**config.mk**
```make
export PLATFORM = sky130hd
export DESIGN_NAME = scb_core
export DESIGN_NICKNAME = d
export VERILOG_FILES = /design/src/common/scb_pkg.sv /design/src/common/scb_if.sv /design/src/hdl/instr_intake.sv /design/src/scoreboard/alu_unit.sv /design/src/scoreboard/scoreboard.sv /design/src/hdl/reg_file.sv /design/src/hdl/scb_core.sv
export VERILOG_INCLUDE_DIRS = /design/src /design/src/common
export SDC_FILE = /design/constraint.sdc
export NUM_CORES = 1
export LEC_CHECK = 0
export BUFFER_PORTS_ARGS = -buffer_cell sky130_fd_sc_hd__buf_2
export CAP_MARGIN = 20
export CELL_PAD_IN_SITES_DETAIL_PLACEMENT = 1
export CELL_PAD_IN_SITES_GLOBAL_PLACEMENT = 1
export CORE_MARGIN = 2
export CORE_UTILIZATION = 28
export DETAILED_ROUTE_END_ITERATION = 16
export GPL_TIMING_DRIVEN = 0
export PLACE_DENSITY_LB_ADDON = 0.1
export SLEW_MARGIN = 20
export SYNTH_ARGS = -nofsm -noshare
export SYNTH_HDL_FRONTEND = slang
export SYNTH_SLANG_ARGS = --single-unit
```
**constraint.sdc**
```tcl
create_clock -name clk -period 3.45 [get_ports clk]
set_input_delay 0.69 -clock clk [delete_from_list [all_inputs] [get_ports clk]]
set_output_delay 0.69 -clock clk [all_outputs]
set_load 0.01 [all_outputs]
```
**src/common/scb_config.svh**
```systemverilog
`ifndef SCB_CONFIG_SVH
`define SCB_CONFIG_SVH

//////////////////////////////////////////////////
// datapath widths
//////////////////////////////////////////////////

`define SCB_DATA_W 16
`define SCB_INSTR_W 16

//////////////////////////////////////////////////
// architectural state
//////////////////////////////////////////////////

`define SCB_NUM_REGS 8
`define SCB_REG_AW 3

// arithmetic units and their pipeline depth (1 to 3)
`define SCB_NUM_FU 2
`define SCB_ALU_STAGES 2

`endif

```
**src/common/scb_pkg.sv**
```systemverilog
`include "scb_config.svh"

package scb_pkg;

	// instruction opcode field, bits 15..11
	typedef enum logic [4:0] {
		OPC_ADD_IMM = 5'b00000,
		OPC_ADD_REG = 5'b00001,
		OPC_SUB_IMM = 5'b00010,
		OPC_SUB_REG = 5'b00011
	} opcode_e;

	typedef enum logic {
		ALU_ADD = 1'b0,
		ALU_SUB = 1'b1
	} alu_op_e;

	// four-phase receiver
	typedef enum logic [1:0] {
		HS_IDLE,
		HS_ACK,
		HS_WAIT_LOW
	} hs_state_e;

	typedef logic [`SCB_REG_AW-1:0] reg_addr_t;
	typedef logic [`SCB_DATA_W-1:0] data_t;
	typedef logic [$clog2(`SCB_NUM_FU)-1:0] fu_tag_t;

endpackage

```
**src/common/scb_if.sv**
```systemverilog
`timescale 1ns/1ps

// decoded instruction, intake to scoreboard
interface dec_if;
	import scb_pkg::*;
	logic valid;
	logic take;
	alu_op_e op;
	reg_addr_t dest;
	reg_addr_t src0;
	reg_addr_t src1;
	logic use_imm;
	data_t imm;
	modport source (output valid, op, dest, src0, src1, use_imm, imm, input take);
	modport sink (input valid, op, dest, src0, src1, use_imm, imm, output take);
endinterface

// dispatch and writeback of one arithmetic unit
interface fu_if;
	import scb_pkg::*;
	logic start;
	alu_op_e op;
	reg_addr_t dest;
	data_t a;
	data_t b;
	logic wb_valid;
	reg_addr_t wb_dest;
	data_t wb_value;
	modport issue (output start, op, dest, a, b, input wb_valid, wb_dest, wb_value);
	modport unit (input start, op, dest, a, b, output wb_valid, wb_dest, wb_value);
	modport monitor (input wb_valid, wb_dest, wb_value);
endinterface

// two combinational operand read ports
interface rf_read_if;
	import scb_pkg::*;
	reg_addr_t addr0;
	data_t data0;
	reg_addr_t addr1;
	data_t data1;
	modport client (output addr0, addr1, input data0, data1);
	modport server (input addr0, addr1, output data0, data1);
endinterface

```
**src/hdl/instr_intake.sv**
```systemverilog
`timescale 1ns/1ps
`include "scb_config.svh"

module instr_intake (
	input  logic           clk,
	input  logic           rst_n,
	input  logic           instr_req,
	input  scb_pkg::data_t instr_data,
	output logic           instr_ack,
	dec_if.source          dec
);
	import scb_pkg::*;

	hs_state_e state;
	logic [`SCB_INSTR_W-1:0] hold_q;
	logic full_q;
	opcode_e opc;
	logic known;

	//////////////////////////////////////////////////
	// handshake and holding register
	//////////////////////////////////////////////////

	always_ff @(posedge clk or negedge rst_n) begin
		if (!rst_n) begin
			state <= HS_IDLE;
			full_q <= 1'b0;
		end else begin
			// release on take, or drop a word we cannot execute
			if ((dec.valid && dec.take) || (full_q && !known))
				full_q <= 1'b0;
			case (state)
				HS_IDLE: begin
					if (instr_req && !full_q) begin
						full_q <= 1'b1;
						state <= HS_ACK;
					end
				end
				HS_ACK: state <= HS_WAIT_LOW;
				HS_WAIT_LOW: begin
					if (!instr_req)
						state <= HS_IDLE;
				end
				default: state <= HS_IDLE;
			endcase
		end
	end

	always_ff @(posedge clk) begin
		if (state == HS_IDLE && instr_req && !full_q)
			hold_q <= instr_data;
	end

	assign instr_ack = (state == HS_WAIT_LOW);

	//////////////////////////////////////////////////
	// decode
	//////////////////////////////////////////////////

	assign opc = opcode_e'(hold_q[15:11]);

	always_comb begin
		known = 1'b1;
		dec.op = ALU_ADD;
		dec.use_imm = 1'b0;
		case (opc)
			OPC_ADD_IMM: dec.use_imm = 1'b1;
			OPC_ADD_REG: known = 1'b1;
			OPC_SUB_IMM: begin
				dec.op = ALU_SUB;
				dec.use_imm = 1'b1;
			end
			OPC_SUB_REG: dec.op = ALU_SUB;
			default: known = 1'b0;
		endcase
	end

	assign dec.valid = full_q && known;
	assign dec.dest = hold_q[10:8];
	assign dec.src0 = hold_q[7:5];
	assign dec.src1 = hold_q[2:0];
	// sign extended 5-bit immediate
	assign dec.imm = {{(`SCB_DATA_W - 5){hold_q[4]}}, hold_q[4:0]};

endmodule

```
**src/scoreboard/alu_unit.sv**
```systemverilog
`timescale 1ns/1ps
`include "scb_config.svh"

module alu_unit (
	input logic clk,
	input logic rst_n,
	fu_if.unit  fu
);
	import scb_pkg::*;

	localparam int STAGES = `SCB_ALU_STAGES;

	logic [STAGES-1:0] vld_q;
	reg_addr_t dest_q [STAGES];
	data_t res_q [STAGES];
	data_t result;

	// wraps modulo 2^16
	always_comb begin
		if (fu.op == ALU_SUB)
			result = fu.a - fu.b;
		else
			result = fu.a + fu.b;
	end

	always_ff @(posedge clk or negedge rst_n) begin
		if (!rst_n) begin
			vld_q <= '0;
		end else begin
			vld_q[0] <= fu.start;
			for (int i = 1; i < STAGES; i++)
				vld_q[i] <= vld_q[i-1];
		end
	end

	// result and destination ride alongside valid
	always_ff @(posedge clk) begin
		res_q[0] <= result;
		dest_q[0] <= fu.dest;
		for (int i = 1; i < STAGES; i++) begin
			res_q[i] <= res_q[i-1];
			dest_q[i] <= dest_q[i-1];
		end
	end

	assign fu.wb_valid = vld_q[STAGES-1];
	assign fu.wb_dest = dest_q[STAGES-1];
	assign fu.wb_value = res_q[STAGES-1];

endmodule

```
**src/scoreboard/scoreboard.sv**
```systemverilog
`timescale 1ns/1ps
`include "scb_config.svh"

module scoreboard (
	input  logic      clk,
	input  logic      rst_n,
	dec_if.sink       dec,
	fu_if.issue       fu0,
	fu_if.issue       fu1,
	rf_read_if.client rf,
	output logic      busy
);
	import scb_pkg::*;

	localparam int NFU = `SCB_NUM_FU;
	localparam int NREG = `SCB_NUM_REGS;

	// unit status table
	logic [NFU-1:0] u_busy;
	logic [NFU-1:0] u_sent;
	logic [NFU-1:0] u_rdy0;
	logic [NFU-1:0] u_rdy1;
	fu_tag_t u_tag0 [NFU];
	fu_tag_t u_tag1 [NFU];
	alu_op_e u_op [NFU];
	reg_addr_t u_dest [NFU];
	data_t u_val0 [NFU];
	data_t u_val1 [NFU];
	// register status table
	logic [NREG-1:0] r_pend;
	fu_tag_t r_tag [NREG];

	logic [NFU-1:0] wb_vld;
	reg_addr_t wb_dest [NFU];
	data_t wb_val [NFU];
	logic [NFU-1:0] start;
	logic issue;
	fu_tag_t issue_fu;
	logic s0_rdy;
	logic s1_rdy;
	fu_tag_t s0_tag;
	fu_tag_t s1_tag;
	data_t s0_val;
	data_t s1_val;

	assign wb_vld = {fu1.wb_valid, fu0.wb_valid};
	assign wb_dest[0] = fu0.wb_dest;
	assign wb_dest[1] = fu1.wb_dest;
	assign wb_val[0] = fu0.wb_value;
	assign wb_val[1] = fu1.wb_value;

	//////////////////////////////////////////////////
	// issue
	//////////////////////////////////////////////////

	// lowest free unit
	always_comb begin
		issue_fu = '0;
		for (int i = NFU - 1; i >= 0; i--) begin
			if (!u_busy[i])
				issue_fu = fu_tag_t'(i);
		end
	end

	// stall on waw or when every unit is taken
	assign issue = dec.valid && !(&u_busy) && !r_pend[dec.dest];
	assign dec.take = issue;
	assign rf.addr0 = dec.src0;
	assign rf.addr1 = dec.src1;

	// operands from the register file or from a writeback in this cycle
	always_comb begin
		s0_tag = r_tag[dec.src0];
		s0_rdy = !r_pend[dec.src0];
		s0_val = rf.data0;
		if (r_pend[dec.src0] && wb_vld[s0_tag] && wb_dest[s0_tag] == dec.src0) begin
			s0_rdy = 1'b1;
			s0_val = wb_val[s0_tag];
		end
		s1_tag = r_tag[dec.src1];
		s1_rdy = !r_pend[dec.src1];
		s1_val = rf.data1;
		if (r_pend[dec.src1] && wb_vld[s1_tag] && wb_dest[s1_tag] == dec.src1) begin
			s1_rdy = 1'b1;
			s1_val = wb_val[s1_tag];
		end
		if (dec.use_imm) begin
			s1_rdy = 1'b1;
			s1_val = dec.imm;
		end
	end

	//////////////////////////////////////////////////
	// status update
	//////////////////////////////////////////////////

	always_ff @(posedge clk or negedge rst_n) begin
		if (!rst_n) begin
			u_busy <= '0;
			u_sent <= '0;
			u_rdy0 <= '0;
			u_rdy1 <= '0;
			r_pend <= '0;
			for (int u = 0; u < NFU; u++) begin
				u_tag0[u] <= '0;
				u_tag1[u] <= '0;
			end
			for (int r = 0; r < NREG; r++)
				r_tag[r] <= '0;
		end else begin
			for (int u = 0; u < NFU; u++) begin
				if (start[u])
					u_sent[u] <= 1'b1;
				// retire frees the unit and its destination
				if (wb_vld[u]) begin
					u_busy[u] <= 1'b0;
					u_sent[u] <= 1'b0;
					r_pend[wb_dest[u]] <= 1'b0;
				end
				// wake operands waiting on a writing unit
				for (int w = 0; w < NFU; w++) begin
					if (wb_vld[w] && !u_rdy0[u] && u_tag0[u] == fu_tag_t'(w))
						u_rdy0[u] <= 1'b1;
					if (wb_vld[w] && !u_rdy1[u] && u_tag1[u] == fu_tag_t'(w))
						u_rdy1[u] <= 1'b1;
				end
			end
			if (issue) begin
				u_busy[issue_fu] <= 1'b1;
				u_sent[issue_fu] <= 1'b0;
				u_rdy0[issue_fu] <= s0_rdy;
				u_rdy1[issue_fu] <= s1_rdy;
				u_tag0[issue_fu] <= s0_tag;
				u_tag1[issue_fu] <= s1_tag;
				r_pend[dec.dest] <= 1'b1;
				r_tag[dec.dest] <= issue_fu;
			end
		end
	end

	// operand values follow the same wakeup
	always_ff @(posedge clk) begin
		for (int u = 0; u < NFU; u++) begin
			for (int w = 0; w < NFU; w++) begin
				if (wb_vld[w] && !u_rdy0[u] && u_tag0[u] == fu_tag_t'(w))
					u_val0[u] <= wb_val[w];
				if (wb_vld[w] && !u_rdy1[u] && u_tag1[u] == fu_tag_t'(w))
					u_val1[u] <= wb_val[w];
			end
		end
		if (issue) begin
			u_op[issue_fu] <= dec.op;
			u_dest[issue_fu] <= dec.dest;
			u_val0[issue_fu] <= s0_val;
			u_val1[issue_fu] <= s1_val;
		end
	end

	//////////////////////////////////////////////////
	// dispatch
	//////////////////////////////////////////////////

	assign start = u_busy & ~u_sent & u_rdy0 & u_rdy1;

	assign fu0.start = start[0];
	assign fu0.op = u_op[0];
	assign fu0.dest = u_dest[0];
	assign fu0.a = u_val0[0];
	assign fu0.b = u_val1[0];

	assign fu1.start = start[1];
	assign fu1.op = u_op[1];
	assign fu1.dest = u_dest[1];
	assign fu1.a = u_val0[1];
	assign fu1.b = u_val1[1];

	assign busy = |u_busy;

endmodule

```
**src/hdl/reg_file.sv**
```systemverilog
`timescale 1ns/1ps
`include "scb_config.svh"

module reg_file (
	input  logic               clk,
	input  logic               rst_n,
	fu_if.monitor              wb0,
	fu_if.monitor              wb1,
	rf_read_if.server          rf,
	input  scb_pkg::reg_addr_t rd_addr,
	output scb_pkg::data_t     rd_data
);
	import scb_pkg::*;

	data_t regs [`SCB_NUM_REGS];

	//////////////////////////////////////////////////
	// writeback
	//////////////////////////////////////////////////

	// both units may land in one cycle but never on the same register
	always_ff @(posedge clk or negedge rst_n) begin
		if (!rst_n) begin
			for (int i = 0; i < `SCB_NUM_REGS; i++)
				regs[i] <= '0;
		end else begin
			if (wb0.wb_valid)
				regs[wb0.wb_dest] <= wb0.wb_value;
			if (wb1.wb_valid)
				regs[wb1.wb_dest] <= wb1.wb_value;
		end
	end

	//////////////////////////////////////////////////
	// read ports
	//////////////////////////////////////////////////

	// no bypass as the scoreboard forwards writebacks itself
	assign rf.data0 = regs[rf.addr0];
	assign rf.data1 = regs[rf.addr1];

	// external readout
	assign rd_data = regs[rd_addr];

endmodule

```
**src/hdl/scb_core.sv**
```systemverilog
`timescale 1ns/1ps

module scb_core (
	input  logic               clk,
	input  logic               rst_n,
	input  logic               instr_req,
	input  scb_pkg::data_t     instr_data,
	output logic               instr_ack,
	input  scb_pkg::reg_addr_t rd_addr,
	output scb_pkg::data_t     rd_data,
	output logic               idle
);

	dec_if dec_bus ();
	fu_if fu0_bus ();
	fu_if fu1_bus ();
	rf_read_if rf_bus ();

	logic sb_busy;

	// input side
	instr_intake i_instr_intake (
		.clk        (clk),
		.rst_n      (rst_n),
		.instr_req  (instr_req),
		.instr_data (instr_data),
		.instr_ack  (instr_ack),
		.dec        (dec_bus)
	);

	//////////////////////////////////////////////////
	// scoreboard and arithmetic units
	//////////////////////////////////////////////////

	scoreboard i_scoreboard (
		.clk   (clk),
		.rst_n (rst_n),
		.dec   (dec_bus),
		.fu0   (fu0_bus),
		.fu1   (fu1_bus),
		.rf    (rf_bus),
		.busy  (sb_busy)
	);

	alu_unit i_alu0 (
		.clk   (clk),
		.rst_n (rst_n),
		.fu    (fu0_bus)
	);

	alu_unit i_alu1 (
		.clk   (clk),
		.rst_n (rst_n),
		.fu    (fu1_bus)
	);

	// output side
	reg_file i_reg_file (
		.clk     (clk),
		.rst_n   (rst_n),
		.wb0     (fu0_bus),
		.wb1     (fu1_bus),
		.rf      (rf_bus),
		.rd_addr (rd_addr),
		.rd_data (rd_data)
	);

	// nothing in the handshake, the holding register or a unit
	assign idle = !(instr_ack | dec_bus.valid | sb_busy);

endmodule

```
After elaboration in Yosys (flattened, before gate mapping)
Memories as Yosys holds them, arrays and structs flattened. Index checks and enable logic that the tools add are counted.

Add/sub/neg operators: 4. $lt $le $gt $ge: 25. Eq/ne operators: 9. Muxes and demuxes: 124. Bitwise gates (word level): 31. Reductions and logical operators: 56.

Operators with widths (number): 16-bit 2-to-1 mux (23); 128-bit bitwise mux (2); 128-bit 2-to-1 mux (2); 16-bit binary-select mux with 3-bit select (3); 16-bit demux with 3-bit select (2); 1-bit 2-to-1 mux (60); 1-bit logical AND (36); 16-bit adder (2); 16-bit subtractor (2); 4-bit greater-or-equal comparator, second input constant (6); 8-bit 2-to-1 mux (3); 3-bit inverter with 4-bit output (6); 3-bit by 4-bit < comparator with 1-bit output, second input constant (5); 3-bit 2-to-1 mux (6); 8-bit AND (2); 8-bit inverter (2); 1-bit binary-select mux with 3-bit select (5); 1-bit demux with 3-bit select (4); 4-bit by 1-bit < comparator with 1-bit output, second input constant (3); 2-bit 2-to-1 mux (6); 1-bit zero test (11); 5-bit by 2-bit equality test with 1-bit output, second input constant (2); 3-bit by 1-bit greater-or-equal comparator with 1-bit output, second input constant (3); 2-bit AND (4); 26 further kinds (49).

Register bits after elaboration: 179. Bits in writable memories: 148. Input bits: 22. Output and inout port bits: 18. Logic and storage cells: 287. Memories: 8.

Memory list: i_alu0.res_q (words 2, width 16, read ports 2, clocked after memory_dff 0, wr ports 2, RTL line alu_unit.sv:15) `data_t res_q [STAGES];`; i_alu1.res_q (words 2, width 16, read ports 2, clocked after memory_dff 0, wr ports 2, RTL line alu_unit.sv:15); i_scoreboard.u_val0 (words 2, width 16, read ports 2, clocked after memory_dff 0, wr ports 3, RTL line scoreboard.sv:27) `data_t u_val0 [NFU];`; i_scoreboard.u_val1 (words 2, width 16, read ports 2, clocked after memory_dff 0, wr ports 3, RTL line scoreboard.sv:28) `data_t u_val1 [NFU];`; i_alu0.dest_q (words 2, width 3, read ports 2, clocked after memory_dff 0, wr ports 2, RTL line alu_unit.sv:14) `reg_addr_t dest_q [STAGES];`; i_alu1.dest_q (words 2, width 3, read ports 2, clocked after memory_dff 0, wr ports 2, RTL line alu_unit.sv:14); 2 more memories.

Depth between registers and ports, before layout
Gate-level depths: netlist (run 1).

Depth after elaboration: 14. Mapped depth: 13. Gate-level depth less buffers: 13.

Modules after synthesis
A second synthesis (run 1) with hierarchy kept.

Cell total of the unflattened synthesis: 1875. Area, all modules: 20940.1 um2.

By module, submodules not included: reg_file (instances 1, cells each 773, area an instance 9301.4 um2, sequential area each 3203.1 um2); scoreboard (instances 1, cells each 653, area an instance 6909.1 um2, sequential area each 2862.7 um2); alu_unit at i_alu0 (instances 1, cells each 198, area an instance 1950.6 um2, sequential area each 810.8 um2); alu_unit at i_alu1 (instances 1, cells each 195, area an instance 1943.1 um2, sequential area each 810.8 um2); instr_intake (instances 1, cells each 55, area an instance 825.8 um2, sequential area each 555.5 um2); scb_core (instances 1, cells each 1, area an instance 10.0 um2, sequential area each 0.0 um2).

Least setup slack after synthesis (run 1)
Ideal clock, no wire load.

Path kind: reg2reg. Start: memory i_scoreboard.u_val1[1][3] (netlist name). End: memory i_alu1.res_q[0][14] (netlist name). Setup time: 62 ps. Arrival: 3055 ps. Required time: 3388 ps. Slack: 333 ps. Cell stages (with the launch flop): 12. Buffers on the path: 0. Period minus slack after synthesis: 3117 ps. Cell sequence: edfxtp_1 -> or3_1 -> or4_1 -> nor4b_1 -> nor2_1 -> xnor2_1 -> ha_1 -> or3_1 -> o21ai_0 -> a21oi_1 -> or4_1 -> nand3_1.

RTL lines (RTL line): start, declared (scoreboard.sv:28); end, declared (alu_unit.sv:15).

Worst setup path in the final report (run 1)
Start: input port rd_addr[1]. End: output port rd_data[9].

Cells in the longest elaborated chain, start to end: 4.

Ends and longest elaborated chain: start, declared (RTL line scb_core.sv:9) `input scb_pkg::reg_addr_t rd_addr,`; 3-bit inverter with 4-bit output (not written as such) (RTL line reg_file.sv:43) `assign rd_data = regs[rd_addr];`; 16-bit binary-select mux with 3-bit select (RTL line reg_file.sv:43); 16-bit 2-to-1 mux (not written as such) (2 in a row) (RTL line reg_file.sv:43); end, declared (RTL line scb_core.sv:10) `output scb_pkg::data_t rd_data,`.

No other way between the ends. The select of a mux whose other input is x is not followed.

==> qor.yml, run 1 <==
synth:
  ys_ff_latch: 327
  synthTopCellsByArea: "dfrtp_1 21%, edfxtp_1 14%, mux4_2 12%, mux2i_1 9.7%, dfxtp_1 7.9%"
  synth_warnings: 0
  synth.most_common_cell: "nand2_1"
  yosys.area_share.simple_pct: 11.0
  syn_area_sq_um: 19100
  synth_mux_area_share_pct: 27.4
  synth_fa_ha_area_share_pct: 2.30
  synth_compound_area_share_pct: 10.0
  synth_top_family_by_area: "multiplexers"
  synthArstFlopShare_pct: 49.8
  synth-edff-count: 88
  ys.flop_type: "dfrtp_1"
  syn-instance-count: 1767
  synthXorXnorAreaFrac_pct: 2.56
  avgSynthCellArea_sq_um: 10.8
  ys_seq_area_share_pct: 43.1
  syn_nets: 1823
  yosysTopAreaCellShare_pct: 21.3
  synth_area_leader_cell: "dfrtp_1"
  ys_types: 64
  synthTopCellsByCount: "206 x nand2_1, 185 x mux2i_1, 163 x dfrtp_1, 122 x nor2_1, 115 x a21oi_1"
power:
  power_density_nw_per_um2: 767
  ir_worst_vdd_mv: 0.452
  p_leak_uw: 0.00904
timing:
  setup_violations: 0
  fin_crit_sh_pct: 98.5
  relSlewSlack_pct: 25.4
  fin_skew_ns: 0.0269
  tightest_slew_ns: 1.12
  finalMaxSlewViolations: 0
  finalHoldViolations: 0
  min_period_ns: 3.40
  max_freq_mhz: 294
critical_path:
  critical_path_required_ns: 2.76
  start_kind: "input pin"
  cp_data_arrival_time_ns: 2.71
  path_class: "in2out"
  endpoint_kind: "output pin"
  reg2reg_from: "i_instr_intake.hold_q[5]"
  crit_path_start: "rd_addr[1]"
  cp_max_fo: 10
placement:
  dpl-instance-area_sq_um: 20500
  gp_congestion: 0.840
  port_buffers: 36
  dp_cells: 2683
  hpwl_um: 55200
clock_tree:
  clock-sinks: 327
  htreeDepth: 2
  cts_tree: "yes"
  clk_latency_ns: 0.58
  clockRootBuffer: "clkbuf_16"
  numCtsBuffers: 43
  clk_pin_slew_worst_paths_ns: 0.06
  clk_path_buf_depth: 3
grt:
  grt.total_usage_pct: 20.5
  grt_pass1_wl_um: 106000
  grt_start_max_net_pins: 81
  gr-total-overflow: 0
  grt_antenna_before_repair: 0
  grt_pass1_vias: 15500
drt:
  antenna_left: 0
  routed_wl_um: 71800
  vias: 14600
  wl_per_cell_um: 26.0
  drcViolationCount: 0
  vias_per_cell: 5.29
  drt_pass1_iterations: 5
  drt-initial-drc-count: 1055
final_layout:
  multiInputGateArea_sq_um: 10300
  final_area_sq_um: 22100
  area.sequential_sq_um: 8240
  fin_cells: 2765
  final.fill_count: 7429
  layout-drive-gt1-share_pct: 19.3
  syn2layout_area_growth_pct: 15.7
  nNetsFinal: 1915
floorplan:
  die_area_sq_um: 70500
  design.core.area_sq_um: 67400
  rows: 95
  dieWidth_um: 265
  io_pins: 40
  initial_utilization_pct: 28.4
  fp.dieH_um: 265
min_path:
  hold_path_class: "in2reg"
  holdCritStartpoint: "instr_data[0]"
run_status:
  status: "complete, no violations"
run:
  cap_violations: 0
[report_power, final]
part | switching [uW] | internal, uW | leakage [uW]
sequential | 1170 | 5220 | 0.00359
clock | 1830 | 2660 | 0.000693
combinational | 3450 | 2660 | 0.00476
total | 6450 | 10500 | 0.00904
[flip-flops by register name, summed over array words and instances (netlist names), 6 cells and up]
name	count
i_reg_file.regs	128
i_scoreboard.r_tag	8
i_scoreboard.u_val1	32
i_scoreboard.r_pend	8
i_alu0.res_q	32
i_alu1.res_q	32
i_alu1.dest_q	6
i_scoreboard.u_dest	6
i_instr_intake.hold_q	16
i_scoreboard.u_val0	32
i_alu0.dest_q	6
[final timing paths]
path                       slack, ns  depth (start not counted)                    endpoint
min in group asynchronous       0.49                          2       i_scoreboard.r_tag[7]
max                             0.05                          5                  rd_data[9]
min reg2reg                     0.33                          0         i_alu0.dest_q[0][5]
min                             0.29                          1    i_instr_intake.hold_q[0]
max in group asynchronous       1.91                          4        i_reg_file.regs[105]
max reg2reg                     0.13                          9  i_scoreboard.u_val0[1][13]
[routing by layer]
metal	track usage (%)	vias to the layer above	share of wire [%]
met5	0	-	0
met4	5.31	0	2.3
met3	2.18	90	3.3
met2	33.3	287	46
met1	29.0	7553	49
li1	-	6688	-
[cell usage in the layout (no fill, tap or decap), drive strengths merged, types with 5 or more instances in the layout]
cell type	n
nand2	206
mux2i	188
clkbuf	165
dfrtp	163
o21ai	124
nor2	122
a21oi	115
mux4	104
mux2	89
edfxtp	88
buf	78
dfxtp	76
xnor2	49
ha	32
inv	29
nor3	27
a32oi	24
clkinv	21
nand3	20
o211ai	16
and3	14
nor2b	13
a31oi	10
and2	8
nor3b	8
xor2	7
o31ai	7
nand2b	6
nand4b	6
o21a	5
nand3b	5
or4	5
or3	5
[cells by family after synthesis]
group,after synthesis
simple gates,463
mux,381
compound gates,327
flops,327
buf+inv,179
xor+xnor,56
fa+ha+maj,34
[critical path, cell delays in order]
cell	delay (ns)
clkbuf_1	0.38
clkbuf_1	0.73
mux4_2	0.45
mux2_2	0.29
buf_2	0.15
[stage by stage]
| step | hold WS, ns | setup WS [ns] | utilization, % | TNS, ns | total power [uW] |
|---|---|---|---|---|---|
| floorplan | 0.310 | 0.333 | - | 0 | 10000 |
| global placement | 0.311 | -1.35 | 30.3 | -285.66 | 12200 |
| detailed placement | 0.313 | -0.778 | 30.4 | -52.97 | 12400 |
| CTS | 0.255 | 0.00709 | 32.7 | 0 | 17100 |
| global route | 0.265 | -0.00204 | 32.8 | -0.00204 | 18000 |
| finish | 0.293 | 0.0502 | 32.8 | 0 | 17000 |
[what timing repair did]
action,in CTS,in global routing
gates cloned,0,0
hold endpoints to repair,6,0
setup endpoints to repair,145,66
hold buffers,1,0
gates resized for setup,32,28
buffers inserted,1,3
pin swaps,1,1
[layout make-up]
cell class,count,area share [%]
Antenna cell,1,0.0113
Buffer,149,2.96
Clock buffer,51,5.18
Clock inverter,26,1.03
Inverter,29,0.509
Multi-Input combinational cell,1261,46.7
Sequential cell,327,37.2
Tap cell,873,4.93
Timing Repair Buffer,48,1.43
Note: power is estimated with default switching activity, not from simulation.
==> inputs of run 2 (changes only) <==
--- a/config.mk
+++ b/config.mk
@@ -14,7 +14,7 @@
 export CORE_UTILIZATION = 28
 export DETAILED_ROUTE_END_ITERATION = 16
 export GPL_TIMING_DRIVEN = 0
-export PLACE_DENSITY_LB_ADDON = 0.1
+export PLACE_DENSITY_LB_ADDON = 0.08
 export SLEW_MARGIN = 20
 export SYNTH_ARGS = -nofsm -noshare
 export SYNTH_HDL_FRONTEND = slang
==> qor.yml, run 2 (synthesis gave the netlist of run 1 again) <==
grt:
  grt.total_usage_pct: 20.7  # +0.20 points
  grt_start_max_net_pins: 63  # -22%
  grt_pass1_vias: 15600  # +0.51%
  gr-total-overflow: 0  # unchanged
  grt_antenna_before_repair: 1  # +1
  grt_pass1_wl_um: 107000  # +0.51%
timing:
  setup_violations: 0  # unchanged
  finalMaxSlewViolations: 0  # unchanged
  max_freq_mhz: 295  # +0.13%
  finalHoldViolations: 0  # unchanged
  fin_hold_ws_ns: 0.276  # -0.0167 ns
  tightest_slew_ns: 1.15  # +0.0345 ns
  min_period_ns: 3.40  # -0.00439 ns
  fin_crit_sh_pct: 98.4  # -0.13 points
  fin_skew_ns: 0.0302  # +0.00333 ns
  relSlewSlack_pct: 23.0  # -2.3 points
  rsz0062_at_grt: "no"
run:
  cap_violations: 0  # unchanged
final_layout:
  fin_cells: 2771  # +0.22%
  layout-drive-gt1-share_pct: 19.6  # +0.26 points
  largest_reg_flops: 128  # unchanged
  syn2layout_area_growth_pct: 16.4
  final_common_cell: "nand2_1"
  nNetsFinal: 1917  # +0.10%
  fin_util_pct: 33.0  # +0.19 points
  final.fill_count: 7440  # +0.15%
  final_area_sq_um: 22300  # +0.59%
  top_register: "i_reg_file.regs"
  final_cell_mix: "203 x nand2_1, 185 x mux2i_1, 163 x dfrtp_1"
placement:
  dpl-instance-area_sq_um: 20500  # -0.10%
  gp_congestion: 0.838  # -0.29%
  dp_cells: 2680  # -0.11%
  port_buffers: 36  # unchanged
  hpwl_um: 55900  # +1.3%
critical_path:
  cp_max_fo: 10  # unchanged
  crit_path_frequent_cell: "clkbuf_1"
  endpoint_kind: "output pin"
  start_kind: "input pin"
  r2r_slack_ns: 0.12  # about the same
  path_class: "in2out"
  crit_path_start: "rd_addr[1]"
  reg2reg_from: "i_scoreboard.u_op[0]"
  cpPeakStageDelay_ns: 0.73  # about the same
  critical_path_required_ns: 2.76  # about the same
  crit_chain: "clkbuf_1 -> clkbuf_1 -> mux4_2 -> mux2_2 -> buf_2"
  cpMaxStageDelayCell: "clkbuf_1"
  cp_data_arrival_time_ns: 2.71  # about the same
floorplan:
  initial_utilization_pct: 28.4  # unchanged
  dieWidth_um: 265  # unchanged
  io_pins: 40  # unchanged
  rows: 95  # unchanged
  die_area_sq_um: 70500  # unchanged
  design.core.area_sq_um: 67400  # unchanged
  fp.dieH_um: 265  # unchanged
power:
  ir_worst_vdd_mv: 0.393  # -13%
  intPower_uw: 10800  # +2.6%
  p_sw_uw: 6500  # +0.77%
  p_comb_share_pct: 35.2  # -0.8 points
  p_seq_share_pct: 37.0  # -0.6 points
  swShare_pct: 37.6  # -0.42 points
  clkPwrFrac_pct: 27.9  # +1.5 points
  p_leak_uw: 0.00911  # +0.71%
  power_density_nw_per_um2: 777  # +1.3%
clock_tree:
  numCtsBuffers: 44  # +2.3%
  cts_tree: "yes"
  clockRootBuffer: "clkbuf_16"
  clk_latency_ns: 0.59  # about the same
  clk_pin_slew_worst_paths_ns: 0.06  # about the same
  clk_path_buf_depth: 3  # unchanged
  htreeDepth: 2  # unchanged
  clock-sinks: 327  # unchanged
drt:
  vias: 14500  # -0.52%
  drt_pass1_iterations: 5  # unchanged
  routed_wl_um: 72200  # +0.60%
  wl_per_cell_um: 26.1  # +0.38%
  vias_per_cell: 5.25  # -0.74%
  antenna_left: 0  # unchanged
  drcViolationCount: 0  # unchanged
  drt-initial-drc-count: 754  # -29%
run_status:
  status: "complete, no violations"
min_path:
  holdCritStartpoint: "instr_data[6]"
  hold_path_class: "in2reg"
run 2: routing by layer:
metal | share of wire [%] | vias up | global-route usage [%]
li1 | - | 6698 | -
met1 | 49 | 7519 | 29.0
met2 | 46 | 229 | 33.6
met3 | 2.7 | 96 | 2.24
met4 | 2.5 | 0 | 5.89
met5 | 0 | - | 0
run 2: power groups by stage:
stage               Sequential, uW  Clock, uW  Combinational (uW)
finish                        6400       4820                6090
global placement              6360          0                5880
CTS                           6370       4950                6090
floorplan                     5880          0                4120
detailed placement            6420          0                6030
global route                  6550       5100                6650
run 2: metrics by stage:
| stage | worst slack [ns] | total power, uW | setup TNS [ns] |
|---|---|---|---|
| floorplan | 0.333 | 10000 | 0 |
| global placement | -1.37 | 12200 | -278.20 |
| detailed placement | -0.791 | 12400 | -57.89 |
| CTS | -0.0220 | 17400 | -0.256 |
| global route | 0.00548 | 18300 | 0 |
| finish | 0.0546 | 17300 | 0 |
run 2: final cells by class:
class	instances	area [sq um]	area share, %
multi-input cells	1261	10300	46.4
flip-flops and latches	327	8240	37.0
inverters	29	113	0.506
diodes	1	2.50	0.0112
clock inverters	24	248	1.11
plain buffers	149	648	2.91
well taps	873	1090	4.90
repair buffers	49	338	1.52
clock buffers	58	1260	5.65
run 2: worst max-delay path: cells and delay by family:
kind                   cells  cell delay (ns)
buffers and inverters      3             1.26
muxes                      2             0.74
run 2: path summary, 6_finish.rpt:
check | end | cells past startpoint
setup reg to reg | i_alu0.res_q[0][13] | 11
min in group asynchronous | i_scoreboard.r_tag[1] | 2
hold / removal | i_instr_intake.hold_q[6] | 1
setup / recovery | rd_data[8] | 5
hold reg to reg | i_alu0.res_q[0][25] | 0
max in group asynchronous | i_reg_file.regs[58] | 3
run 2: repair_timing:
| action | in CTS | in global routing |
|---|---|---|
| pin swaps | 0 | 3 |
| endpoints found under the setup margin | 149 | 101 |
| setup buffers | 1 | 7 |
| hold endpoints to repair | 6 | 0 |
| gates resized for setup | 28 | 28 |
| hold buffers | 1 | 0 |
